File: src/logic/rx_cfg_pkg.sv
`default_nettype none

package rx_cfg_pkg;

    // circular packet buffer
    localparam int BUF_ADDR_WIDTH = 8;
    localparam int BUF_DEPTH      = 1 << BUF_ADDR_WIDTH;

    typedef logic [BUF_ADDR_WIDTH-1:0] buf_addr_t;

    // commit FIFO of packet descriptors
    localparam int FIFO_DEPTH       = 4;
    localparam int FIFO_PTR_WIDTH   = $clog2(FIFO_DEPTH);
    localparam int FIFO_COUNT_WIDTH = $clog2(FIFO_DEPTH + 1);

    // CRC-32, msb first, no reflection, no final xor
    localparam logic [31:0] CRC_POLY = 32'h04C1_1DB7;
    localparam logic [31:0] CRC_INIT = 32'hFFFF_FFFF;

endpackage

`default_nettype wire

File: src/logic/chiplet_types_pkg.sv
`default_nettype none

package chiplet_types_pkg;

    // one flit on the switch link
    typedef logic [31:0] word_t;

    // chiplet node number
    typedef logic [3:0] node_id_t;

    // payload length in flits, long format is the widest
    localparam int PKT_LENGTH_WIDTH = 7;

    // short header, format bit clear
    typedef struct packed {
        logic       fmt;
        node_id_t   src;
        node_id_t   dst;
        logic [2:0] length;
        logic [19:0] rsvd;
    } short_hdr_t;

    // long header, format bit set
    typedef struct packed {
        logic                        fmt;
        node_id_t                    src;
        node_id_t                    dst;
        logic [PKT_LENGTH_WIDTH-1:0] length;
        logic [15:0]                 tag;
    } long_hdr_t;

    // first flit of a packet, read through whichever view fmt selects
    typedef union packed {
        short_hdr_t short_hdr;
        long_hdr_t  long_hdr;
    } hdr_u;

    // payload flits announced by a header word
    function automatic logic [PKT_LENGTH_WIDTH-1:0] expected_num_flits(input word_t flit);
        hdr_u hdr;
        hdr = flit;
        if (hdr.long_hdr.fmt) begin
            return hdr.long_hdr.length;
        end
        // short length is zero extended
        return {{(PKT_LENGTH_WIDTH-3){1'b0}}, hdr.short_hdr.length};
    endfunction

endpackage

`default_nettype wire
File: src/logic/rx_crc.sv
`default_nettype none
`timescale 1ns/1ps

module rx_crc (
    input  logic                     clk,
    input  logic                     n_rst,
    input  logic                     crc_clear,
    input  logic                     crc_enable,
    input  chiplet_types_pkg::word_t data,
    output chiplet_types_pkg::word_t crc_val
);
    import chiplet_types_pkg::*;
    import rx_cfg_pkg::*;

    // one word folded in bit by bit, msb first
    function automatic word_t crc_word(input word_t crc_in, input word_t word);
        word_t crc;
        logic  fb;
        crc = crc_in;
        for (int i = $bits(word_t) - 1; i >= 0; i--) begin
            fb  = crc[31] ^ word[i];
            crc = {crc[30:0], 1'b0};
            if (fb) begin
                crc = crc ^ CRC_POLY;
            end
        end
        return crc;
    endfunction

    always_ff @(posedge clk, negedge n_rst) begin
        if (!n_rst) begin
            crc_val <= CRC_INIT;
        end else if (crc_clear) begin
            crc_val <= CRC_INIT;
        end else if (crc_enable) begin
            crc_val <= crc_word(crc_val, data);
        end
    end

    // a header never coincides with a payload flit
    clear_xor_enable: assert property (@(posedge clk) disable iff (!n_rst)
        !(crc_clear && crc_enable))
        else $error("crc clear and enable together");

endmodule

`default_nettype wire

File: config.mk
export PLATFORM = sky130hd
export DESIGN_NAME = rx_crc
export DESIGN_NICKNAME = d
export VERILOG_FILES = /design/src/logic/rx_cfg_pkg.sv /design/src/logic/chiplet_types_pkg.sv /design/src/logic/rx_crc.sv
export SDC_FILE = /design/constraint.sdc
export NUM_CORES = 1
export LEC_CHECK = 0
export BUFFER_PORTS_ARGS = -buffer_cell sky130_fd_sc_hd__buf_2
export CORE_MARGIN = 1.5
export CORE_UTILIZATION = 55
export CTS_CLUSTER_SIZE = 14
export DETAILED_ROUTE_END_ITERATION = 12
export PLACE_DENSITY = 0.86
export SLEW_MARGIN = 10
export SYNTH_ARGS = -nofsm -noshare
export SYNTH_HDL_FRONTEND = slang
export SYNTH_SLANG_ARGS = --single-unit
File: constraint.sdc
create_clock -name clk -period 4.32 [get_ports clk]
set_input_delay 0.648 -clock clk [delete_from_list [all_inputs] [get_ports clk]]
set_output_delay 0.648 -clock clk [all_outputs]
set_load 0.005 [all_outputs]
# Yosys cells after proc, flatten, opt, wreduce, memory -nomap -nowiden
# Cells that the tools add are included.
# classes
n_addsub,0
mul,0
div,0
n_lt_le_gt_ge,0
n_eq_ne,0
shift,0
n_mux,96
n_bitwise,64
reduce_logical,1
# ops
cell,n
$mux 32,64
$mux 27,32
$not 14->14,32
$xor 1x1->1,32
$reduce_bool 2->1,1
# totals
regBits,32
latchBits,0
ramBits,0
rom_bits,0
inputBits,36
output_inout_bits,32
wordCells,162
mem_count,0

# Longest topological paths before layout
# logic_depth
ltp_word,128
ltp_mapped,9
depth_no_buf,9

# Worst setup path after synthesis
# Ideal clock, no wire load.
# synth_path
path_type,input to register
start,input port data[23]
end,register crc_val[5]
setup_ps,75
arrival_ps,3934
required_ps,4245
slack_ps,310
cell_stages,9
path_buffers,0
path_cell_list,xnor2_1 -> xor3_4 -> xnor2_4 -> xnor2_2 -> xnor3_2 -> xnor3_2 -> xor3_2 -> and3_1 -> nor3_2
# synth_via
elab_chain_len,76
elab_cells_between_ends,97
cone_classes,mux: 71; bitwise: 26
# synth_lines
item,line,rtl
"start, declared",rx_crc.sv:9,"input chiplet_types_pkg::word_t data,"
$xor 1x1->1 (*),rx_crc.sv:21,fb = crc[31] ^ word[i];
$mux 27 (*),rx_crc.sv:23,if (fb) begin
$mux 32 (*),rx_crc.sv:35,end else if (crc_enable) begin
$mux 32 (*),rx_crc.sv:33,end else if (crc_clear) begin
$not 14->14 (no source line),n/a,
$mux 27,rx_crc.sv:23,
$mux 32 (*),rx_crc.sv:35,
$mux 32 (*),rx_crc.sv:33,
(+60 left out),n/a,
$xor 1x1->1,rx_crc.sv:21,
$mux 27 (*),rx_crc.sv:23,
$mux 32 (*),rx_crc.sv:35,
$mux 32 (*),rx_crc.sv:33,
$not 14->14 (no source line),n/a,
$mux 27 (*),rx_crc.sv:23,
$mux 32 (*),rx_crc.sv:35,
$mux 32 (*),rx_crc.sv:33,
"end signal, assigned",rx_crc.sv:36,"crc_val <= crc_word(crc_val, data);"
"end, declared",rx_crc.sv:10,output chiplet_types_pkg::word_t crc_val
# Every way passes the cells marked *; elsewhere a longest branch is shown, timed or not. The select of a mux whose other input is x is not followed.
# A chain may end at the register's enable or synchronous reset.

# Worst setup path after layout
# layout_path
start,register crc_val[30]
end,register crc_val[10]
# layout_via
elab_chain_len,103
elab_cells_between_ends,139
cone_classes,mux: 95; bitwise: 44
# layout_lines
item,line
$mux 32 (*),rx_crc.sv:35
$mux 32 (*),rx_crc.sv:33
$xor 1x1->1 (*),rx_crc.sv:21
$mux 27 (*),rx_crc.sv:23
$mux 32 (*),rx_crc.sv:35
$mux 32 (*),rx_crc.sv:33
$mux 27 / $not 14->14 (equally long branches),n/a
$mux 32 (*),rx_crc.sv:35
(+87 left out),n/a
$mux 32 (*),rx_crc.sv:33
$mux 27 / $mux 32 (equally long branches),"rx_crc.sv:23, rx_crc.sv:33"
$mux 32 (*),rx_crc.sv:35
$mux 32 (*),rx_crc.sv:33
$not 14->14 (no source line) / $xor 1x1->1 (equally long branches),n/a
$mux 27 (*),rx_crc.sv:23
$mux 32 (*),rx_crc.sv:35
$mux 32 (*),rx_crc.sv:33
# Marks and branches as above.

==> run metrics <==
FFs w/ async S/R, synth 100%; Post-CTS Setup Bufs 0; largest net degree at the start of global routing 52; vias per cell 5.39; drt wl/cell 20.5 um; Post-Synth Adder-Cell Area 0%; post-synth cell types 28; Fin. Hold Viols 0; Root Driver clkbuf_8; Ys Warns 0; Sink Count 32; Nets 531; # DRC 0; vias 3232; core box area ~8100 um^2; number of global-route vias before repair approximately 3.3k; CTS tree done; sequential cell area fraction in the yosys report 18.4%; Inserted Clock Buffers 5; Setup TNS Final 0 ns; num ports 68; run status finished clean; First DRT Iteration DRCs 168; Synth Area per Inst 11.5 um^2; Crit Path Class flop to flop; total gr overflow 0; number of setup violations in the final report 0; worst-case clock buffer depth 2; Post-Syn Instances 396; worst skew pair latency 0.30 ns; worst setup margin 0.293 ns; Hold Buf Count CTS 0; dpl hpwl 10000 um; Worst setup SP type flop; Hold WC Path Type flop to flop; # diodes 0; Top FF cell, synth dfstp_2; share of layout cells above drive strength 1 35.4%; Worst slew margin approximately a third; Total Routing Usage GR 29.7%; worst r2r src crc_val[30]; post-synthesis mux area share 0.439%; Layout area overhead 17.0%; Die ar. 8850 um^2; WP data required 4.51 ns; Die Height 94.1 um; most flop-heavy register crc_val; first-pass GRT wire length about 19000 um; PostCTS Resize Cnt 0; Setup crit start crc_val[30]; Max-Cap Viols 0; Worst-Margin Slew 0.999 ns; ranking of synthesized cells by area xnor2_1 28%, xnor3_1 20%, dfstp_2 18%, xor2_1 9.0%, xnor2_2 4.6%; placed cell count 593; Rows 33; r2r endpoint crc_val[10]; Worst Setup EP crc_val[10]; Tmin final 4.03 ns; main combinational cell family by area after synthesis XOR/XNOR gates; Commonest cells post-synth 147 x xnor2_1, 47 x xor2_1, 41 x xnor3_1; area of the mapped netlist 4560 um^2; Max FO, Critical Path 5; CP endpoint kind flop; initial antenna violation count 0; count leader, synth xnor2_1; reg2reg setup slack 0.29 ns; Total Wirelength 12300 um; r2r worst-path depth 10; crit share post-route 93.2%; Synth Area in Compound Gates 3.95%; Max Clk Rate 248 MHz; Die X 94.1 um; post-synthesis xor/xnor area fraction 68.9%; worst clock skew between 0.01 and 0.015 ns; H-tree depth 2; Simple-Gate Fraction of Synth Area 7.38%; remaining antenna violation count 0; Slew Viols, Final 0; flops & latches, synth 32; Initial Utilization between 50% and 60%; share of the synthesized area in the top cell type around 28%; final std cells w/o fill 600; Post-synth EDFFs 0; RSZ-0062 raised after global routing no; Worst-path clk slew 0.07 ns; Arr. time, crit path 4.21 ns; Post-Synthesis Net Count 432; number of port buffers 67; area leader, netlist xnor2_1; number of flip-flops in the largest register 32; GPL Wtd Cong 0.946; top flop regs crc_val x32; TritonRoute pass-1 iters 4; pre-CTS setup slack just over 0.06 ns
[critical path, stage by stage, from the launching register on]
cell	delay, ns
dfstp_2	0.57
xor2_2	0.35
xnor3_1	0.48
xnor3_1	0.46
xnor2_1	0.35
xnor3_1	0.58
xor2_2	0.38
buf_4	0.22
xor2_1	0.23
xnor2_1	0.20
a21oi_1	0.10
[cells by family (layout without fill, tap and decap cells)]
logic type / Yosys count / count (layout)
DFF: 32 / 32
muxes: 2 / 2
buffers and inverters: 11 / 110
and+or+nand+nor: 63 / 63
xor gates and xnor gates: 262 / 262
AOI/OAI and AO/OA: 26 / 26
[routing by layer]
layer / vias up / track usage, % / part of all wire, %
met2: 98 / 50.5 / 50
met3: 20 / 3.56 / 4.6
met5: - / 0 / 0
li1: 1499 / - / -
met1: 1615 / 39.7 / 43
met4: 0 / 8.96 / 3.0
[layout make-up]
cell class                 instances  area (um^2)
timing repair buffer             103          606
clock inverter                     2         12.5
sequential                        32          841
multi-input combinational        353         3680
tap                              105          131
fill                             655         2800
clock buffer                       5         68.8
[how the worst min path moves through the flow]
stage / depth (start not counted) / startpoint / end / slack, ns
after global placement: 2 / crc_val[18] / crc_val[18] / 0.55
after CTS: 2 / crc_val[18] / crc_val[18] / 0.58
final: 2 / crc_val[18] / crc_val[18] / 0.58
after floorplan: 0 / n_rst / crc_val[0] / 0.50
after global routing: 2 / crc_val[7] / crc_val[7] / 0.64
after detailed placement: 2 / crc_val[18] / crc_val[18] / 0.57
[cell usage in the layout, fill, tap and decap left out, types with 12 or more instances in the layout]
cell type    n
a21oi_1     12
buf_2       67
nor3_1      21
xnor2_2     13
buf_4       36
xnor2_1    147
nor2_1      12
xor2_1      47
xnor3_1     41
dfstp_2     32
nor2b_1     12
[per-stage QoR]
| stage | area (um^2) | hold WS (ns) | util, % |
|---|---|---|---|
| final | 5340 | 0.583 | 65.6 |
| after global routing | 5340 | 0.640 | 65.6 |
| after CTS | 5340 | 0.581 | 65.6 |
| after detailed placement | 5260 | 0.570 | 64.6 |
| after global placement | 5260 | 0.551 | 64.6 |
| after floorplan | 4560 | 0.500 | - |
Power is not shown: default switching activity piles up to over one toggle a cycle in this logic, so the estimate is an artifact.
