## src/logic/rx_cfg_pkg.sv

```systemverilog
`default_nettype none

package rx_cfg_pkg;

    // circular packet buffer
    localparam int BUF_ADDR_WIDTH = 8;
    localparam int BUF_DEPTH      = 1 << BUF_ADDR_WIDTH;

    typedef logic [BUF_ADDR_WIDTH-1:0] buf_addr_t;

    // commit FIFO of packet descriptors
    localparam int FIFO_DEPTH       = 4;
    localparam int FIFO_PTR_WIDTH   = $clog2(FIFO_DEPTH);
    localparam int FIFO_COUNT_WIDTH = $clog2(FIFO_DEPTH + 1);

    // CRC-32, msb first, no reflection, no final xor
    localparam logic [31:0] CRC_POLY = 32'h04C1_1DB7;
    localparam logic [31:0] CRC_INIT = 32'hFFFF_FFFF;

endpackage

`default_nettype wire

```

## src/logic/chiplet_types_pkg.sv

```systemverilog
`default_nettype none

package chiplet_types_pkg;

    // one flit on the switch link
    typedef logic [31:0] word_t;

    // chiplet node number
    typedef logic [3:0] node_id_t;

    // payload length in flits, long format is the widest
    localparam int PKT_LENGTH_WIDTH = 7;

    // short header, format bit clear
    typedef struct packed {
        logic       fmt;
        node_id_t   src;
        node_id_t   dst;
        logic [2:0] length;
        logic [19:0] rsvd;
    } short_hdr_t;

    // long header, format bit set
    typedef struct packed {
        logic                        fmt;
        node_id_t                    src;
        node_id_t                    dst;
        logic [PKT_LENGTH_WIDTH-1:0] length;
        logic [15:0]                 tag;
    } long_hdr_t;

    // first flit of a packet, read through whichever view fmt selects
    typedef union packed {
        short_hdr_t short_hdr;
        long_hdr_t  long_hdr;
    } hdr_u;

    // payload flits announced by a header word
    function automatic logic [PKT_LENGTH_WIDTH-1:0] expected_num_flits(input word_t flit);
        hdr_u hdr;
        hdr = flit;
        if (hdr.long_hdr.fmt) begin
            return hdr.long_hdr.length;
        end
        // short length is zero extended
        return {{(PKT_LENGTH_WIDTH-3){1'b0}}, hdr.short_hdr.length};
    endfunction

endpackage

`default_nettype wire
```

## src/logic/commit_fifo.sv

```systemverilog
`default_nettype none
`timescale 1ns/1ps

module commit_fifo (
    input  logic                                            clk,
    input  logic                                            n_rst,
    input  logic                                            push,
    input  logic                                            pop,
    input  rx_cfg_pkg::buf_addr_t                           push_start,
    input  logic [chiplet_types_pkg::PKT_LENGTH_WIDTH-1:0]  push_length,
    input  chiplet_types_pkg::node_id_t                     push_src,
    output logic                                            full,
    output logic                                            not_empty,
    output rx_cfg_pkg::buf_addr_t                           head_start,
    output logic [chiplet_types_pkg::PKT_LENGTH_WIDTH-1:0]  head_length,
    output chiplet_types_pkg::node_id_t                     head_src
);
    import chiplet_types_pkg::*;
    import rx_cfg_pkg::*;

    buf_addr_t                   start_mem  [FIFO_DEPTH];
    logic [PKT_LENGTH_WIDTH-1:0] length_mem [FIFO_DEPTH];
    node_id_t                    src_mem    [FIFO_DEPTH];

    logic [FIFO_PTR_WIDTH-1:0]   wr_ptr, rd_ptr;
    logic [FIFO_COUNT_WIDTH-1:0] count;
    logic                        do_push, do_pop;

    assign full      = (count == FIFO_DEPTH);
    assign not_empty = (count != '0);
    assign do_push   = push && !full;
    // pop on an empty queue has no effect
    assign do_pop    = pop && not_empty;

    assign head_start  = start_mem[rd_ptr];
    assign head_length = length_mem[rd_ptr];
    assign head_src    = src_mem[rd_ptr];

    always_ff @(posedge clk, negedge n_rst) begin
        if (!n_rst) begin
            wr_ptr <= '0;
            rd_ptr <= '0;
            count  <= '0;
        end else begin
            if (do_push) begin
                wr_ptr <= (wr_ptr == FIFO_DEPTH - 1) ? '0 : wr_ptr + 1'b1;
            end
            if (do_pop) begin
                rd_ptr <= (rd_ptr == FIFO_DEPTH - 1) ? '0 : rd_ptr + 1'b1;
            end
            if (do_push && !do_pop) begin
                count <= count + 1'b1;
            end else if (do_pop && !do_push) begin
                count <= count - 1'b1;
            end
        end
    end

    always_ff @(posedge clk) begin
        if (do_push) begin
            start_mem[wr_ptr]  <= push_start;
            length_mem[wr_ptr] <= push_length;
            src_mem[wr_ptr]    <= push_src;
        end
    end

    count_bounded: assert property (@(posedge clk) disable iff (!n_rst)
        count <= FIFO_DEPTH)
        else $error("descriptor count %0d above depth", count);

endmodule

`default_nettype wire

```

## config.mk

```make
export PLATFORM = sky130hd
export DESIGN_NAME = commit_fifo
export DESIGN_NICKNAME = d
export VERILOG_FILES = /design/src/logic/rx_cfg_pkg.sv /design/src/logic/chiplet_types_pkg.sv /design/src/logic/commit_fifo.sv
export SDC_FILE = /design/constraint.sdc
export NUM_CORES = 1
export LEC_CHECK = 0
export BUFFER_PORTS_ARGS = -buffer_cell sky130_fd_sc_hd__buf_4
export CAP_MARGIN = 20
export CORE_MARGIN = 1.5
export CORE_UTILIZATION = 23
export DETAILED_ROUTE_END_ITERATION = 7
export SKIP_LAST_GASP = 1
export SLEW_MARGIN = 0
export SYNTH_ARGS = -nofsm -noshare
export SYNTH_HDL_FRONTEND = slang
export SYNTH_SLANG_ARGS = --single-unit
```

## constraint.sdc

```tcl
create_clock -name clk -period 2.5 [get_ports clk]
set_input_delay 0.125 -clock clk [delete_from_list [all_inputs] [get_ports clk]]
set_output_delay 0.125 -clock clk [all_outputs]
set_load 0.03 [all_outputs]
```

* Word-level counts from Yosys, hierarchy flattened
Memory sizes are Yosys's and may differ from the RTL's.
Cells that the tools add are included.
** Operators by class
- Equal/unequal tests :: 3
- Multiplexer cells :: 6
- $add $sub $neg :: 4
- Reduce and logical (&&, ||, !) cells :: 9
** Operators with widths (number)
- $mux 3 :: 2
- $add 2x1->2 const B :: 2
- $eq 2x2->1 const B :: 2
- $logic_and 1x1->1 :: 4
- $mux 2 :: 2
- $add 3x1->3 const B :: 1
- $eq 3x3->1 const B :: 1
- $logic_not 1->1 :: 3
- $reduce_bool 3->1 :: 1
- $sub 3x1->3 const B :: 1
- $mux 1 :: 2
- $reduce_bool 2->1 :: 1
** Storage, ports and cells
- RAM bits :: 76
- Logic and storage cells :: 28
- Bits of input ports :: 23
- Output and inout bits :: 21
- Register bits :: 7
- Memories :: 3
** Memory list
- start_mem :: depth 4, bits a word 8, rd ports 1, clocked after Yosys merged registers in 0, write ports 1, RTL line commit_fifo.sv:21 : buf_addr_t start_mem [FIFO_DEPTH];
- length_mem :: depth 4, bits a word 7, rd ports 1, clocked after Yosys merged registers in 0, write ports 1, RTL line commit_fifo.sv:22 : logic [PKT_LENGTH_WIDTH-1:0] length_mem [FIFO_DEPTH];
- src_mem :: depth 4, bits a word 4, rd ports 1, clocked after Yosys merged registers in 0, write ports 1, RTL line commit_fifo.sv:23 : node_id_t src_mem [FIFO_DEPTH];

* Longest topological paths before layout
- Word-level depth :: 7
- Depth in mapped cells :: 9
- Gate-level depth less buffers :: 8

* Least setup slack after synthesis
OpenSTA, ideal clock, no wires.
- Path kind :: reg2reg
- Start point :: register count[0]
- End point :: register count[1]
- Required time :: 2.375 ns
- Path slack :: 0.396 ns
- Buffers on the path :: 1
- Data arrival time :: 1.979 ns
- Period minus slack after synthesis :: 2.104 ns
- Stages on the path, launching flop included :: 8
- Setup time :: 0.125 ns
- Cell sequence :: dfrtp_1 nor3b_4 nor2b_2 buf_6 ha_1 inv_1 fa_1 mux2_2
** On the way
- Word-level cells in the longest chain between the ends :: 6
- Elaborated cells between the ends (all ways) :: 14
- Those cells by class :: add/sub: 2; eq/ne: 1; mux: 2; reduce/logical: 9
** Ends and longest elaborated chain
- start: declaration :: RTL line commit_fifo.sv:26 : logic [FIFO_COUNT_WIDTH-1:0] count;
- start signal: assignment :: RTL line commit_fifo.sv:52 : count <= count + 1'b1;
- start signal: assignment :: RTL line commit_fifo.sv:54 : count <= count - 1'b1;
- $eq 3x3->1 * :: RTL line commit_fifo.sv:29 : assign full = (count == FIFO_DEPTH);
- named net full :: RTL line commit_fifo.sv:12 : output logic full,
- $logic_not 1->1 * :: RTL line commit_fifo.sv:31 : assign do_push = push && !full;
- $logic_and 1x1->1 * :: RTL line commit_fifo.sv:31
- named net do_push :: RTL line commit_fifo.sv:27 : logic do_push, do_pop;
- $logic_not 1->1 :: RTL line commit_fifo.sv:53 : end else if (do_pop && !do_push) begin
- $logic_and 1x1->1 :: RTL line commit_fifo.sv:53
- $reduce_bool 2->1 (no line)
The timed path passes the listed nets; every way through them passes the cells marked *. The select of a mux whose other input is x is not followed.
A chain may end at the register's enable or synchronous reset.

* Final worst setup path
- Start point :: register count[0]
- End point :: register count[2]
** On the way
- Word-level cells in the longest chain between the ends :: 6
- Elaborated cells between the ends (all ways) :: 14
- Those cells by class :: add/sub: 2; eq/ne: 1; mux: 2; reduce/logical: 9
** Ends and longest elaborated chain
- parallel branches: the longest is 6 deep, another holds $sub 3x1->3
Parallel ways; which one is timed is not known. The select of a mux whose other input is x is not followed.

==> impl_metrics.yaml <==
yosys:
  synth_top_area_cell: "edfxtp_1"
  yosysWarnings: 0
  synth_seq_cells: 83
  synth_top_family_by_area: "multiplexers"
  synth_area_leaders: "edfxtp_1 71%, mux4_2 13%, dfrtp_1 5.4%"
  syn_area_sq_mm: 0.00322
  synth_cell_types: 20
  synth_nets: 166
  synth_top_area_share: 0.710
  synthXorXnorAreaFrac: 0.00817
  synth.avg_cell_area_sq_um: 23.6
  synth_compound_area_frac: 0
  synth-seq-area-share: 0.764
  synthCells: 136
  muxShareOfSynthArea: 0.155
  synth-simple-area-share: 0.0284
  synthAdderAreaFrac: 0.0296
clocking:
  clock_sinks: 83
  worstSkewPairLatency_ns: 0.33
  clk_pin_slew_ns: 0.06
  cts_made_buffers: 9
  cts-root-buf: "clkbuf_16"
  postCtsResizedCells: 0
  post_cts_buffers: 0
  clock_path_buffers: 2
  cts-hold-fix-buffers: 19
  htreeDepth: 3
  cts_tree: "built"
setup_path:
  worstSetupStartpointType: "flip-flop"
  crit_type: "flip-flop to flip-flop"
  arrival_ns: 2.35
  end_kind: "flip-flop"
  worstPathMaxFanout: 4
  cp_data_required_time_ns: 2.76
floorplan:
  die-area_sq_mm: 0.0147
  io_pins: 44
  design.core.area_sq_mm: 0.0138
  die_h_um: 121
  start_util: 0.233
  die_width_um: 121
  placementRows: 43
global_routing:
  grt_max_degree: 22
  grt_pass1_vias: 1665
  overflow: 0
  grt_pass1_wl_um: 8920
  antenna_found_initial: 0
  grt_usage: 0.0846
power:
  swShare: 0.335
  p_seq_frac: 0.388
  p_clk_frac: 0.236
  vdd_ir_drop_max_mv: 0.540
  p_int_uw: 3370
  leakage_uw: 0.00148
  combinationalPowerShare: 0.376
  switching_power_uw: 1700
  pwr_density_cell_mw_per_mm2: 1200
sta:
  timing.final.crit_share: 0.837
  maxSlewViolCount: 0
  rsz0062_at_grt: "no"
  fin_worst_skew_ns: 0.00456
  max_freq_mhz: 478
  finalSetupViolCount: 0
  slew_headroom: 0.638
  setup_tns_ns: 0
  worst_pin_slew_ns: 0.543
  period_minus_slack_ns: 2.09
  final-hold-violation-count: 0
finish:
  fin_nets: 237
  final_common_cell: "edfxtp_1"
  post-route-util: 0.307
  final_cell_mix: "76 x edfxtp_1, 45 x buf_4, 20 x dlygate4sd3_1"
  final_layout_size_suffix_gt1_frac: 0.439
  syn_to_final_growth_pct: 31.3
  diodes: 0
drt:
  viasPerCell: 3.91
  drt_pass1_iterations: 4
  met3_wirelength_um: 346
  wire_per_inst_um: 14.4
  drc_errors: 0
  vias: 1533
  highest-signal-layer: "met4"
  drt_iter0_drc: 119
  route.met2.wl_um: 2870
  ant_nets: 0
  wirelength_um: 5630
  m1WireLength_um: 2360
outcome:
  status: "finished, final reports clean"
run:
  max_cap_violations: 0
hold_path:
  min_path_type: "primary input to async pin"
placement:
  gp_congestion: 0.681
  io_buffers: 43
  hpwl_um: 3550
power groups by stage:
stage	clock [uW]	combinational (uW)	sequential [uW]
floorplan	0	1340	1970
global placement	0	1910	1980
detailed placement	0	1930	2000
CTS	1230	1960	1970
global route	1280	2060	2000
finish	1200	1900	1970
state kept, by name, indices dropped and copies added, names as in the netlist:
name,cells
rd_ptr,2
count,3
src_mem,16
length_mem,28
wr_ptr,2
start_mem,32
worst paths after layout:
kind,start,endpoint,slack (ns),cells after the start
max in group asynchronous,n_rst,rd_ptr[0],2.24,2
worst min-delay path,n_rst,count[2],0.14,2
worst max-delay path,count[0],count[2],0.41,8
worst max register to register,count[0],count[2],0.41,8
worst min register to register,count[2],count[2],0.50,1
min in group clk,pop,rd_ptr[1],0.16,3
cell usage after synthesis, drive strengths merged:
library cell / number
fa: 1
xnor2: 1
nand2: 1
buf: 4
inv: 3
xor2: 2
dfrtp: 7
mux2: 5
nor3b: 1
or3: 1
ha: 6
mux4: 19
nor2: 3
edfxtp: 76
nor2b: 1
and2: 4
clkbuf: 1
critical path, cell delays in order, from the launching register on:
cell and delay (ns):
dfrtp_1 0.46, or3_4 0.44, nand2_4 0.10, ha_1 0.18
inv_1 0.06, fa_1 0.37, xor2_1 0.15, nor2_1 0.12
xor2_1 0.15
layout make-up:
type	instances	area [sq um]
fill	1368	9550
sequential	83	2460
multi-input combinational	45	712
timing repair buffer	65	538
clock buffer	9	225
tap	180	225
clock inverter	7	53.8
inverter	3	11.3
per-layer routing:
metal / vias up / global-route usage
li1: 699 / -
met5: - / 0
met2: 38 / 0.141
met1: 789 / 0.0979
met4: 0 / 0.0243
met3: 7 / 0.0395
through the flow:
stage	instances	area, sq um	setup WS, ns	hold WS, ns	total power, uW
floorplan	136	3220	0.396	-0.171	3310
global placement	356	3740	0.437	-0.0572	3890
detailed placement	356	3740	0.414	-0.0561	3930
CTS	391	4210	0.385	0.000369	5160
global route	392	4220	0.263	0.143	5340
finish	392	4220	0.407	0.141	5070
kinds of logic after synthesis:
| group | Yosys count |
|---|---|
| flops | 83 |
| mux | 24 |
| simple gates | 11 |
| buf+inv | 8 |
| fa+ha+maj | 7 |
| xor+xnor | 3 |
Power figures use the tool's default switching activity.
