===== src/logic/rx_cfg_pkg.sv =====
`default_nettype none

package rx_cfg_pkg;

    // circular packet buffer
    localparam int BUF_ADDR_WIDTH = 8;
    localparam int BUF_DEPTH      = 1 << BUF_ADDR_WIDTH;

    typedef logic [BUF_ADDR_WIDTH-1:0] buf_addr_t;

    // commit FIFO of packet descriptors
    localparam int FIFO_DEPTH       = 4;
    localparam int FIFO_PTR_WIDTH   = $clog2(FIFO_DEPTH);
    localparam int FIFO_COUNT_WIDTH = $clog2(FIFO_DEPTH + 1);

    // CRC-32, msb first, no reflection, no final xor
    localparam logic [31:0] CRC_POLY = 32'h04C1_1DB7;
    localparam logic [31:0] CRC_INIT = 32'hFFFF_FFFF;

endpackage

`default_nettype wire


===== src/logic/chiplet_types_pkg.sv =====
`default_nettype none

package chiplet_types_pkg;

    // one flit on the switch link
    typedef logic [31:0] word_t;

    // chiplet node number
    typedef logic [3:0] node_id_t;

    // payload length in flits, long format is the widest
    localparam int PKT_LENGTH_WIDTH = 7;

    // short header, format bit clear
    typedef struct packed {
        logic       fmt;
        node_id_t   src;
        node_id_t   dst;
        logic [2:0] length;
        logic [19:0] rsvd;
    } short_hdr_t;

    // long header, format bit set
    typedef struct packed {
        logic                        fmt;
        node_id_t                    src;
        node_id_t                    dst;
        logic [PKT_LENGTH_WIDTH-1:0] length;
        logic [15:0]                 tag;
    } long_hdr_t;

    // first flit of a packet, read through whichever view fmt selects
    typedef union packed {
        short_hdr_t short_hdr;
        long_hdr_t  long_hdr;
    } hdr_u;

    // payload flits announced by a header word
    function automatic logic [PKT_LENGTH_WIDTH-1:0] expected_num_flits(input word_t flit);
        hdr_u hdr;
        hdr = flit;
        if (hdr.long_hdr.fmt) begin
            return hdr.long_hdr.length;
        end
        // short length is zero extended
        return {{(PKT_LENGTH_WIDTH-3){1'b0}}, hdr.short_hdr.length};
    endfunction

endpackage

`default_nettype wire

===== src/logic/rx_fsm.sv =====
`default_nettype none
`timescale 1ns/1ps

module rx_fsm (
    input  logic                                            clk,
    input  logic                                            n_rst,
    input  logic                                            flit_valid,
    input  chiplet_types_pkg::word_t                        flit_data,
    input  chiplet_types_pkg::word_t                        crc_val,
    input  logic                                            full,
    output logic                                            crc_clear,
    output logic                                            crc_enable,
    output logic                                            wr_enable,
    output rx_cfg_pkg::buf_addr_t                           wr_addr,
    output logic                                            fifo_push,
    output rx_cfg_pkg::buf_addr_t                           push_start,
    output logic [chiplet_types_pkg::PKT_LENGTH_WIDTH-1:0]  push_length,
    output chiplet_types_pkg::node_id_t                     push_src,
    output chiplet_types_pkg::node_id_t                     req,
    output logic                                            crc_error,
    output logic                                            dropped
);
    import chiplet_types_pkg::*;
    import rx_cfg_pkg::*;

    typedef enum logic [2:0] {
        IDLE,
        GET_LENGTH,
        CRC_CHECK,
        REQ_EN,
        DROP
    } state_e;

    typedef logic [PKT_LENGTH_WIDTH-1:0] length_t;

    state_e    state, next_state;
    hdr_u      hdr_q;
    length_t   count, next_count;
    length_t   hdr_len, pkt_len;
    buf_addr_t pkt_start, next_wr_addr;
    node_id_t  pkt_src, next_req;
    logic      hdr_take, next_crc_error, next_dropped;

    // length of an incoming header and of the latched one
    assign hdr_len  = expected_num_flits(flit_data);
    assign pkt_len  = expected_num_flits(hdr_q);
    // source field sits at the same bits in both formats
    assign pkt_src  = hdr_q.long_hdr.src;
    assign hdr_take = (state == IDLE) && flit_valid;

    // descriptor of the packet being committed
    assign push_start  = pkt_start;
    assign push_length = pkt_len;
    assign push_src    = pkt_src;

    always_comb begin
        next_state     = state;
        next_count     = count;
        next_wr_addr   = wr_addr;
        next_req       = req;
        next_crc_error = 1'b0;
        next_dropped   = 1'b0;
        crc_clear      = 1'b0;
        crc_enable     = 1'b0;
        wr_enable      = 1'b0;
        fifo_push      = 1'b0;
        case (state)
            IDLE: begin
                if (flit_valid) begin
                    crc_clear  = 1'b1;
                    next_count = '0;
                    if (full) begin
                        next_state = DROP;
                    end else if (hdr_len == '0) begin
                        next_state = CRC_CHECK;
                    end else begin
                        next_state = GET_LENGTH;
                    end
                end
            end
            GET_LENGTH: begin
                if (flit_valid) begin
                    wr_enable    = 1'b1;
                    crc_enable   = 1'b1;
                    next_wr_addr = wr_addr + 1'b1;
                    next_count   = count + 1'b1;
                    if (count + 1'b1 == pkt_len) begin
                        next_state = CRC_CHECK;
                    end
                end
            end
            CRC_CHECK: begin
                if (flit_valid) begin
                    if (flit_data == crc_val) begin
                        next_state = REQ_EN;
                    end else begin
                        // throw the payload away by rewinding
                        next_crc_error = 1'b1;
                        next_wr_addr   = pkt_start;
                        next_state     = IDLE;
                    end
                end
            end
            REQ_EN: begin
                fifo_push  = 1'b1;
                next_req   = pkt_src;
                next_state = IDLE;
            end
            DROP: begin
                // consumes the payload and the crc flit without writing
                if (flit_valid) begin
                    if (count == pkt_len) begin
                        next_dropped = 1'b1;
                        next_state   = IDLE;
                    end else begin
                        next_count = count + 1'b1;
                    end
                end
            end
            default: begin
                next_state = IDLE;
            end
        endcase
    end

    always_ff @(posedge clk, negedge n_rst) begin
        if (!n_rst) begin
            state     <= IDLE;
            count     <= '0;
            wr_addr   <= '0;
            req       <= '0;
            crc_error <= 1'b0;
            dropped   <= 1'b0;
        end else begin
            state     <= next_state;
            count     <= next_count;
            wr_addr   <= next_wr_addr;
            req       <= next_req;
            crc_error <= next_crc_error;
            dropped   <= next_dropped;
        end
    end

    // header and start address of the open packet
    always_ff @(posedge clk) begin
        if (hdr_take) begin
            hdr_q     <= flit_data;
            pkt_start <= wr_addr;
        end
    end

    count_in_range: assert property (@(posedge clk) disable iff (!n_rst)
        (state != IDLE) |-> (count <= pkt_len))
        else $error("payload counter %0d past length %0d", count, pkt_len);

    // room was checked at the header and only this block pushes
    push_has_room: assert property (@(posedge clk) disable iff (!n_rst)
        $rose(fifo_push) |-> !full)
        else $error("commit pushed into a full FIFO");

endmodule

`default_nettype wire


===== config.mk =====
export PLATFORM = sky130hd
export DESIGN_NAME = rx_fsm
export DESIGN_NICKNAME = d
export VERILOG_FILES = /design/src/logic/rx_cfg_pkg.sv /design/src/logic/chiplet_types_pkg.sv /design/src/logic/rx_fsm.sv
export SDC_FILE = /design/constraint.sdc
export NUM_CORES = 1
export LEC_CHECK = 0
export ABC_AREA = 1
export BUFFER_PORTS_ARGS = -buffer_cell sky130_fd_sc_hd__buf_2
export CAP_MARGIN = 20
export CORE_MARGIN = 1.5
export CORE_UTILIZATION = 54
export DETAILED_ROUTE_END_ITERATION = 8
export GPL_TIMING_DRIVEN = 0
export PLACE_DENSITY = 0.95
export SYNTH_ARGS = -nofsm -noshare
export SYNTH_HDL_FRONTEND = slang
export SYNTH_SLANG_ARGS = --single-unit

===== constraint.sdc =====
create_clock -name clk -period 5.7 [get_ports clk]
set_input_delay 1.14 -clock clk [delete_from_list [all_inputs] [get_ports clk]]
set_output_delay 1.14 -clock clk [all_outputs]
set_load 0.05 [all_outputs]

**After elaboration in Yosys (flattened, before gate mapping)**

Cells that the tools add are included.

- Input port bits: 68
- Word-level logic and storage cells: 68
- Output and inout bits: 37
- Register bits: 64

- Eq/ne operators: 15
- Add/subtract/negate cells: 2
- Reduce and logical (&&, ||, !) cells: 8
- Mux-type cells: 35

Operators with widths:

| operator | number |
|---|---|
| 7-bit 2-to-1 mux | 8 |
| 32-bit == test | 1 |
| 8-bit 2-to-1 mux | 3 |
| 3-bit 2-to-1 mux | 7 |
| 7-bit one-hot mux with 3 select lines | 1 |
| 2-bit != test (second input constant) | 8 |
| 8-bit one-hot mux with 2 select lines | 1 |
| 7-bit == test | 2 |
| 1-bit 2-to-1 mux | 12 |
| 3-bit one-hot mux with 4 select lines | 1 |
| 8-bit by 1-bit adder with 8-bit output (second input constant) | 1 |
| 7-bit by 1-bit adder with 7-bit output (second input constant) | 1 |
| 7-bit logical NOT | 1 |
| 3-bit by 2-bit == test with 1-bit output (second input constant) | 2 |
| 6-bit AND reduction | 1 |
| 5-bit AND reduction | 1 |
| 2-bit 2-to-1 mux | 2 |
| 4-bit AND reduction | 1 |
| 3-bit by 1-bit == test with 1-bit output (second input constant) | 1 |
| 3-bit == test (second input constant) | 1 |
| 3-bit logical NOT | 1 |
| 3-bit nonzero test | 1 |
| 2-bit nonzero test | 1 |
| 1-bit logical AND | 1 |

**Depth between registers and ports, before layout**

Gate-level depths: netlist of the first run.

- Depth after elaboration: 7
- Gate-level depth with buffers: 13
- Mapped depth without buffers: 13

**Worst setup path before layout of the first run**

OpenSTA, ideal clock, no wires.

- Path kind: input port to output port
- Start: input flit_valid
- End: output crc_clear
- Stages: 2
- Arrival: 2.812 ns
- Required time: 4.560 ns
- Path buffers: 0
- Setup slack: 1.748 ns
- Path through: clkinv_1 nor2_1

- Longest elaborated chain between the ends: 2

Ends and longest elaborated chain:

| what | line | RTL |
|---|---|---|
| start, declared | rx_fsm.sv:7 | `input logic flit_valid,` |
| 1-bit 2-to-1 mux | rx_fsm.sv:69 | `if (flit_valid) begin` |
| 1-bit 2-to-1 mux | rx_fsm.sv:67 | `case (state)` |
| end, declared | rx_fsm.sv:11 | `output logic crc_clear,` |

No other way between the ends.

**Worst setup path after layout of the first run**

Same ends and word-level chain as after synthesis.

==> run_results.csv, run 1 <==
group,metric,value,unit
clock_network,ctsLongestPathBuffers,2,
route,ant_nets,0,
worst_setup_path,crit_path_end_kind,"primary output",
die,die_w,76.4,microns
clock_network,post_cts_resized,0,
die,dieArea,5840,sq um
global_routing,grt_overflow_total,0,
layout,diodes,0,
placed_design,io_buffers,104,
yosys,yosys_warnings,0,
clock_network,post_cts_buffers,0,
clock_network,clock_sinks,44,
layout,finalNonFillerCells,595,
layout,multi_input_area,1420,sq um
die,die_y,76.4,microns
hold_path,min_path_cells,2,
die,ios,105,
route,drt_iter0_drc,138,
timing,finalSetupViolations,0,
worst_setup_path,crit_buf_inv,4,
layout,area_growth,25.5,%
route,via_count,3029,
worst_setup_path,path_max_fanout,12,
timing,rsz0062_at_grt,"no",
route,wl_met2,3.69,mm
global_routing,grt_pass1_wl,12.2,mm
layout,seqCellArea,1200,sq um
die,start_util,56.6,%
global_routing,antenna_found_initial,0,
worst_setup_path,rr_worst_depth,6,
outcome,status,"complete, no violations",
yosys,avgSynthCellArea,7.07,sq um
route,drcViolationCount,0,
worst_setup_path,cp_common_cell,"buf_2",
yosys,syn_inst,412,
layout,nets,594,
clock_network,cts.clk_slew.worst_paths,0.08,ns
pwr,cellPowerDensity,433,nW/um^2
hold_path,hp-class,"reg2reg",
timing,hold_viol_final,0,
timing,max_slew.worst_pin.slew,0.718,ns
yosys,synth_seq_area_share,41.3,%
clock_network,cts_root_buf,"clkbuf_8",
worst_setup_path,crit_family,"buffers and inverters",
clock_network,cts_tree,"yes",
worst_setup_path,slowest_delay,0.58,ns
worst_setup_path,critPathKind,"in2out",
worst_setup_path,crit_cells,5,
route,post_drt_wl_per_cell,12.1,microns
timing,setup_tns,0,ns
pwr,vdd_ir_drop_max,352,uV
clock_network,numCtsBuffers,5,
flow_run,drv_cap,0,
worst_setup_path,cpMaxStageDelayCell,"nor2_2",
clock_network,clock_latency,0.31,ns
placed_design,dp_hpwl,5.70,mm
yosys,ys_seq_elements,44,
global_routing,grt_max_degree,25,
die,core,5140,sq um
timing,max_freq,0.271,GHz
global_routing,grt_usage,26.0,%
timing,maxSlewHeadroom,51.7,%
worst_setup_path,crit_required,4.56,ns
yosys,synth_cell_types,29,
placed_design,pre_cts_ws,2.02,ns
route,routed_wl,7.18,mm
route,wl_met3,435,microns
route,routed_via_density,5.09,
worst_setup_path,crit_chain,"buf_2 -> clkinv_1 -> nor2_2 -> buf_8 -> buf_2",
die,rows,26,
worst_setup_path,worstPathArrival,2.54,ns
timing,finalCriticalPeriod,3.68,ns
timing,fin_crit_sh,64.6,%
yosys,syn_area,2910,sq um
pwr,p_leak,1.99,nW
route,drt-met1-wl,2.82,mm
worst_setup_path,worst_setup_path_start_kind,"primary input",
clock_network,cts.htree.levels,2,
route,dr.pass1.iters,5,
layout,drive_above_1_share,26.5,%
layout,n_fill_cell,424,
global_routing,grt_pass1_vias,2929,
timing,drv_slew,0,
placed_design,gp_congestion,0.930,
timing,skew,0.0135,ns
route,topRoutingLayerUsed,"met4",
clock_network,ctsHoldBuffers,0,
placed_design,placedCellCount,587,
timing,setup_ws,2.02,ns
yosys,synth.net_count,482,
## tightest hold or removal path, stage by stage, from the launching register on
cell and delay, ns:
edfxtp_1 0.35, nand2_1 0.05, nand2_1 0.05
## layer usage
layer / GRT usage [%] / up-vias
met4: 13.5 / 0
met1: 29.0 / 1392
li1: - / 1501
met5: 0 / -
met2: 46.2 / 110
met3: 5.99 / 26
## power breakdown
part / leakage [nW] / total [mW] / internal, mW / switching [mW]
clock network: 0.0583 / 0.244 / 0.132 / 0.112
logic: 1.42 / 0.823 / 0.223 / 0.600
registers: 0.512 / 0.514 / 0.437 / 0.0771
## final timing paths
check	endpoint	startpoint	slack (ns)
setup / recovery	crc_clear	flit_valid	2.02
min in group asynchronous	count[2]	n_rst	0.81
max in group asynchronous	count[5]	n_rst	4.52
hold reg to reg	req[2]	hdr_q[29]	0.49
hold / removal	req[2]	hdr_q[29]	0.49
setup reg to reg	hdr_q[31]	state[0]	3.80
## cell usage in the layout, fill, tap and decap left out, drive strengths merged
| master | instances |
|---|---|
| nand2 | 167 |
| buf | 115 |
| inv | 56 |
| nand3 | 39 |
| nor2 | 34 |
| dfrtp | 24 |
| xnor2 | 21 |
| edfxtp | 20 |
| o21ai | 14 |
| nand4 | 7 |
| clkbuf | 6 |
| or2 | 4 |
| xor2 | 4 |
| clkinv | 3 |
| nor3 | 2 |
| o21bai | 2 |
| ha | 2 |
| a21oi | 2 |
| a211oi | 1 |
| o31ai | 1 |
| bufinv | 1 |
## registers in the layout (all words and copies together) (netlist names)
register / flops
hdr_q: 12
push_start: 8
wr_addr: 8
count: 7
req: 4
state: 3
crc_error: 1
dropped: 1
## cells in the mapped netlist
master / n / area share [%]
a211oi_1: 1 / 0.26
a21oi_1: 1 / 0.17
a21oi_2: 1 / 0.30
buf_2: 3 / 0.52
buf_4: 5 / 1.3
buf_6: 2 / 0.77
clkbuf_1: 1 / 0.13
clkinv_1: 1 / 0.13
dfrtp_1: 24 / 21
edfxtp_1: 20 / 21
ha_1: 2 / 0.86
inv_1: 55 / 7.1
inv_2: 1 / 0.13
nand2_1: 162 / 21
nand2_2: 5 / 1.1
nand3_1: 37 / 6.4
nand3_2: 2 / 0.69
nand4_1: 6 / 1.3
nand4_2: 1 / 0.43
nor2_1: 33 / 4.3
nor2_2: 1 / 0.22
nor3_1: 2 / 0.34
o21ai_0: 10 / 1.7
o21ai_1: 4 / 0.69
o21bai_1: 2 / 0.52
o31ai_1: 1 / 0.26
or2_2: 4 / 0.86
xnor2_1: 21 / 6.3
xor2_1: 4 / 1.2
## cell families (layout without fill, tap and decap cells)
group	after synthesis	count (layout)	share of synthesized area (%)
flops	44	44	41.3
simple gates	253	253	36.4
xor+xnor	25	25	7.52
fa+ha+maj	2	2	0.859
buf+inv	68	181	10.1
compound gates	20	20	3.91
## through the flow
stage	hold WS, ns	power [mW]	area, sq um	utilization (%)
global placement	0.464	1.29	3520	68.5
global route	0.497	1.68	3650	71.1
finish	0.487	1.58	3650	71.1
floorplan	0.452	1.12	2910	-
CTS	0.490	1.58	3650	71.1
detailed placement	0.465	1.34	3540	68.8
## final cells by class
type	instances	area share, %
multi-input cells	300	38.9
flip-flops and latches	44	32.9
repair buffers	105	14.7
inverters	57	5.86
well taps	70	2.40
plain buffers	11	2.16
clock buffers	5	1.88
clock inverters	3	1.30
Power figures use the tool's default switching activity.
==> inputs of run 2 (changes only) <==
Settings changed: CORE_UTILIZATION 54 to 45, PLACE_DENSITY 0.95 to 0.86.
Clock period 5.7 ns to 3.16 ns, I/O delays scaled along.
==> run 2 against run 1 <==
  * Sequential cell count unchanged
  * Sequential share of layout area is 0.067 points lower
  * Register-to-register slack got worse by 2.5 ns
==> run_results.csv, run 2 (synthesis gave the netlist of run 1 again) <==
group,metric,value,unit
pwr,clkPwrFrac,15.5,%
timing,max_freq,0.401,GHz
worst_setup_path,r2r_setup_slack,1.31,ns
timing,rsz0062_at_grt,"no",
timing,skew,0.0156,ns
worst_setup_path,crit_buf_inv,3,
clock_network,post_cts_resized,0,
timing,hold_viol_final,0,
global_routing,grt_pass1_vias,2944,
flow_run,drv_cap,0,
route,routed_via_density,4.93,
worst_setup_path,critPathKind,"reg2out",
pwr,seq_power_share,32.6,%
clock_network,cts.clk_slew.worst_paths,0.10,ns
worst_setup_path,crit_cells,6,
clock_network,post_cts_buffers,0,
clock_network,clock_sinks,44,
global_routing,grt_overflow_total,0,
timing,finalCriticalPeriod,2.49,ns
worst_setup_path,path_max_fanout,8,
worst_setup_path,crit_end,"crc_clear",
route,post_drt_wl_per_cell,11.8,microns
global_routing,grt_max_degree,25,
route,via_count,2968,
worst_setup_path,slowest_delay,0.42,ns
die,rows,29,
worst_setup_path,crit_path_end_kind,"primary output",
layout,most-common-layout-cells,"162 x nand2_1, 107 x buf_2, 55 x inv_1",
pwr,intPower,1.43,mW
layout,area_growth,25.7,%
die,core,6310,sq um
pwr,vdd_ir_drop_max,626,uV
worst_setup_path,r2r-start,"state[2]",
worst_setup_path,rr_worst_depth,7,
pwr,p_sw,1.41,mW
worst_setup_path,crit_family,"simple AND/OR/NAND/NOR gates",
worst_setup_path,crit_chain,"nor2_1 -> inv_1 -> nor2_1 -> inv_1 -> nor2_2 -> buf_2",
pwr,p_leak,1.99,nW
worst_setup_path,crit_start,"state[0]",
pwr,switching_share,49.7,%
timing,finalSetupViolations,0,
layout,drive_above_1_share,26.5,%
clock_network,ctsHoldBuffers,0,
worst_setup_path,cpMaxStageDelayCell,"dfrtp_1",
layout,mostFrequentLayoutCell,"nand2_1",
clock_network,cts_tree,"yes",
route,drcViolationCount,0,
worst_setup_path,crit_required,2.53,ns
clock_network,cts_root_buf,"clkbuf_8",
route,ant_nets,0,
worst_setup_path,worst_setup_path_start_kind,"register",
pwr,combPwrFrac,51.9,%
timing,drv_slew,0,
outcome,status,"complete, no violations",
clock_network,cts.htree.levels,2,
timing,setup_ws,0.668,ns
placed_design,gp_congestion,0.904,
clock_network,ctsLongestPathBuffers,2,
placed_design,io_buffers,104,
die,dieArea,6960,sq um
route,routed_wl,7.13,mm
die,die_y,83.4,microns
global_routing,grt_usage,21.4,%
layout,final_util,58.0,%
die,ios,105,
global_routing,antenna_found_initial,0,
timing,max_slew.worst_pin.slew,0.724,ns
clock_network,clock_latency,0.30,ns
layout,diodes,0,
layout,largest_register_ffs,12,
placed_design,dp_hpwl,5.67,mm
timing,fin_crit_sh,78.9,%
placed_design,pre_cts_ws,0.771,ns
hold_path,hp-class,"in2async",
route,drt_iter0_drc,168,
layout,largest-register,"hdr_q",
worst_setup_path,r2r_end,"wr_addr[6]",
worst_setup_path,worstPathArrival,1.86,ns
die,die_w,83.4,microns
timing,maxSlewHeadroom,51.3,%
die,start_util,46.1,%
layout,nets,594,
global_routing,grt_pass1_wl,12.4,mm
route,dr.pass1.iters,4,
pwr,cellPowerDensity,776,nW/um^2
clock_network,numCtsBuffers,5,
run 2: worst min-delay path by stage:
stage | startpoint | end | slack (ns)
after floorplan | n_rst | count[0] | 0.34
after global placement | req[0] | req[0] | 0.45
after detailed placement | req[3] | req[3] | 0.47
after CTS | n_rst | crc_error | 0.32
after global routing | n_rst | req[3] | 0.35
final | n_rst | crc_error | 0.31
run 2: power by group through the flow:
stage | Sequential (mW) | Clock, mW | Combinational [mW]
after floorplan | 1.23 | 0 | 0.789
after global placement | 0.931 | 0 | 1.40
after detailed placement | 0.933 | 0 | 1.47
after CTS | 0.924 | 0.447 | 1.47
after global routing | 0.948 | 0.469 | 1.62
final | 0.926 | 0.441 | 1.47
run 2: layout make-up:
class / count / area, sq um
fill: 614 / 2650
clock buffer: 5 / 68.8
tap: 77 / 96.3
timing repair buffer: 105 / 536
sequential: 44 / 1200
buffer: 11 / 78.8
multi-input combinational: 300 / 1420
inverter: 57 / 214
clock inverter: 3 / 46.3
run 2: layer usage:
layer	GRT usage [%]	routed length [microns]
met1	25.5	2990
met3	4.97	397
met4	8.35	121
met2	37.5	3610
met5	0	0
run 2: metrics by stage:
stage               hold WS, ns  power [mW]  TNS (ns)  cells  cell area (sq um)
global route              0.352        3.04         0    602               3660
floorplan                 0.336        2.02         0    412               2910
CTS                       0.323        2.84         0    602               3660
finish                    0.314        2.84         0    602               3660
global placement          0.455        2.33    -0.235    593               3530
detailed placement        0.470        2.40         0    594               3550
==> inputs of run 3 (changes only) <==
Settings changed: ABC_AREA 1 to 0, CORE_UTILIZATION 45 to 50, PLACE_DENSITY 0.86 to 0.91.
Clock period 3.16 ns to 2.5 ns, I/O delays scaled along.
==> run 3 against run 2 <==
  * Clock skew shrank 0.0026 ns
  * Critical path depth up 1
  * Combinational power grew 46%
  * Area after synthesis is 3.7% lower
  * Cell area shrank 2.4%
  * Largest cell class unchanged
==> run_results.csv, run 3 <==
group,metric,value,unit
yosys,ys_seq_elements,44,
worst_setup_path,r2r_setup_slack,0.10,ns
yosys,synth_top_area_share,21.4,%
worst_setup_path,crit_path_end_kind,"register",
layout,diodes,0,
yosys,synthArstFlopShare,54.5,%
clock_network,cts_tree,"yes",
worst_setup_path,path_max_fanout,5,
die,die_y,77.9,microns
layout,largest_register_ffs,12,
worst_setup_path,slowest_delay,0.50,ns
placed_design,pre_cts_ws,-0.292,ns
yosys,synth_ff_type,"dfrtp_1",
timing,finalSetupViolations,0,
clock_network,clock_latency,0.30,ns
yosys,syn_area,2810,sq um
worst_setup_path,worst_setup_path_start_kind,"register",
yosys,syn_inst,279,
die,ios,105,
pwr,vdd_ir_drop_max,1040,uV
die,die_w,77.9,microns
pwr,cellPowerDensity,1110,nW/um^2
clock_network,cts.htree.levels,2,
timing,skew,0.0130,ns
pwr,p_leak,1.56,nW
layout,area_growth,27.3,%
worst_setup_path,worstPathArrival,2.61,ns
timing,max_freq,0.417,GHz
timing,max_slew.worst_pin.slew,0.624,ns
die,start_util,51.3,%
route,ant_nets,0,
route,via_count,2569,
placed_design,placedCellCount,455,
yosys,synth.net_count,349,
layout,n_fill_cell,455,
outcome,status,"complete, no violations",
pwr,clkPwrFrac,14.4,%
global_routing,grt_pass1_wl,11.8,mm
layout,nets,463,
clock_network,ctsHoldBuffers,0,
yosys,yosys.area.top_type,"dfrtp_1",
layout,drive_above_1_share,37.1,%
die,rows,27,
hold_path,hp-class,"in2async",
placed_design,gp_congestion,0.864,
timing,hold_viol_final,0,
worst_setup_path,critPathKind,"reg2reg",
yosys,ys_top_cells_by_area,"dfrtp_1 21%, edfxtp_1 21%, xnor2_1 12%",
pwr,combPwrFrac,54.2,%
clock_network,cts_root_buf,"clkbuf_8",
worst_setup_path,crit_family,"simple AND/OR/NAND/NOR gates",
route,drt_iter0_drc,178,
timing,finalCriticalPeriod,2.40,ns
timing,drv_slew,0,
clock_network,cts.clk_slew.worst_paths,0.10,ns
timing,fin_crit_sh,95.9,%
yosys,synth-edff-count,20,
clock_network,numCtsBuffers,5,
worst_setup_path,r2r-start,"count[0]",
yosys,yosys_warnings,0,
die,dieArea,6070,sq um
pwr,intPower,1.99,mW
yosys,synth_seq_area_share,42.8,%
route,routed_wl,7.16,mm
timing,setup_ws,0.104,ns
timing,rsz0062_at_grt,"no",
clock_network,ctsLongestPathBuffers,2,
layout,finalNonFillerCells,466,
global_routing,grt_overflow_total,0,
worst_setup_path,crit_required,2.71,ns
route,dr.pass1.iters,4,
route,routed_via_density,5.51,
route,drcViolationCount,0,
global_routing,grt_usage,24.8,%
global_routing,antenna_found_initial,0,
layout,mostFrequentLayoutCell,"buf_2",
global_routing,grt_max_degree,25,
worst_setup_path,r2r_end,"state[0]",
placed_design,dp_hpwl,5.29,mm
worst_setup_path,rr_worst_depth,7,
pwr,switching_share,49.5,%
flow_run,drv_cap,0,
yosys,avgSynthCellArea,10.1,sq um
route,post_drt_wl_per_cell,15.4,microns
clock_network,clock_sinks,44,
pwr,p_sw,1.96,mW
timing,maxSlewHeadroom,58.0,%
timing,holdWs,0.175,ns
yosys,synth_cell_types,52,
placed_design,io_buffers,104,
die,core,5470,sq um
worst_setup_path,crit_chain,"ha_1 -> nand3_1 -> or3_1 -> a31oi_1 -> o22ai_1 -> or4_4 -> mux2i_1",
pwr,seq_power_share,31.5,%
layout,largest-register,"hdr_q",
yosys,yosys-top-cells-count,"40 x xnor2_1, 25 x nand2_1, 24 x dfrtp_1, 20 x edfxtp_1, 16 x a21oi_1",
worst_setup_path,crit_buf_inv,0,
layout,final_area,3570,sq um
yosys,synth.most_common_cell,"xnor2_1",
placed_design,dpl_cell_area,3420,sq um
global_routing,grt_pass1_vias,2500,
layout,most-common-layout-cells,"105 x buf_2, 40 x xnor2_1, 25 x nand2_1",
worst_setup_path,cpMaxStageDelayCell,"or4_4",
run 3: cell count changes in the layout (fill, tap and decap cells not counted), moves of 15 or more:
cell     previous run  this run
nor2_1             32        11
inv_1              55        11
a21oi_1             1        16
nand2_1           162        25
nand3_1            37        14
xnor2_1            21        40
run 3: power by group through the flow:
| stage | registers [mW] | clock network, mW | logic [mW] |
|---|---|---|---|
| 6_report | 1.24 | 0.567 | 2.14 |
| 5_1_grt | 1.28 | 0.605 | 2.28 |
| 4_1_cts | 1.24 | 0.572 | 2.11 |
| 3_5_place_dp | 1.25 | 0 | 2.08 |
| 3_3_place_gp | 1.24 | 0 | 2.03 |
| 2_1_floorplan | 1.69 | 0 | 1.14 |
run 3: repair_timing:
| item | in CTS | in global routing |
|---|---|---|
| pin swaps | 0 | 0 |
| endpoints found under the setup margin | 1 | 4 |
| gates cloned | 1 | 0 |
| setup buffers | 0 | 2 |
| resized for setup | 1 | 2 |
run 3: final cells by class:
type | count | area [sq um] | area share, %
clock buffer | 5 | 68.8 | 1.93
timing repair buffer | 106 | 536 | 15.0
inverter | 12 | 48.8 | 1.37
clock inverter | 3 | 46.3 | 1.30
sequential | 44 | 1200 | 33.6
timing repair inverter | 1 | 5.00 | 0.140
tap | 72 | 90.1 | 2.52
buffer | 17 | 131 | 3.68
multi-input combinational | 206 | 1450 | 40.5
run 3: routing by layer:
layer  routed length (microns)  vias up  global-route usage (%)  part of all wire [%]
met1                      2900     1221                    31.9                    41
met4                       115        0                    8.21                   1.6
met2                      3670      110                    42.1                    51
met5                         0        -                       0                     0
met3                       468       12                    4.47                   6.5
li1                          -     1226                       -                     -
run 3: cell families (layout without fill, tap and decap cells):
family          after synthesis  in the layout  share of synthesized area (%)
mux                          14             14                           5.31
simple gates                 89             89                           17.0
buf+inv                      29            144                           6.29
compound gates               56             56                           13.6
xor+xnor                     45             45                           14.1
fa+ha+maj                     2              2                          0.892
flops                        44             44                           42.8
run 3: how the worst max path moves through the flow:
stage	startpoint	end	slack, ns	cells past startpoint
finish	count[0]	state[0]	0.10	7
global route	count[0]	state[0]	0.02	7
CTS	state[2]	crc_clear	0.08	4
detailed placement	flit_valid	crc_clear	-0.29	5
global placement	flit_valid	crc_clear	-0.17	5
floorplan	state[0]	wr_enable	0.21	4
run 3: stage by stage:
stage,setup TNS [ns],total power [mW],utilization [%]
after CTS,0,3.92,64.8
after detailed placement,-0.655,3.33,62.5
final,0,3.95,65.3
after global routing,0,4.17,65.3
after floorplan,0,2.83,-
after global placement,-0.284,3.26,62.5
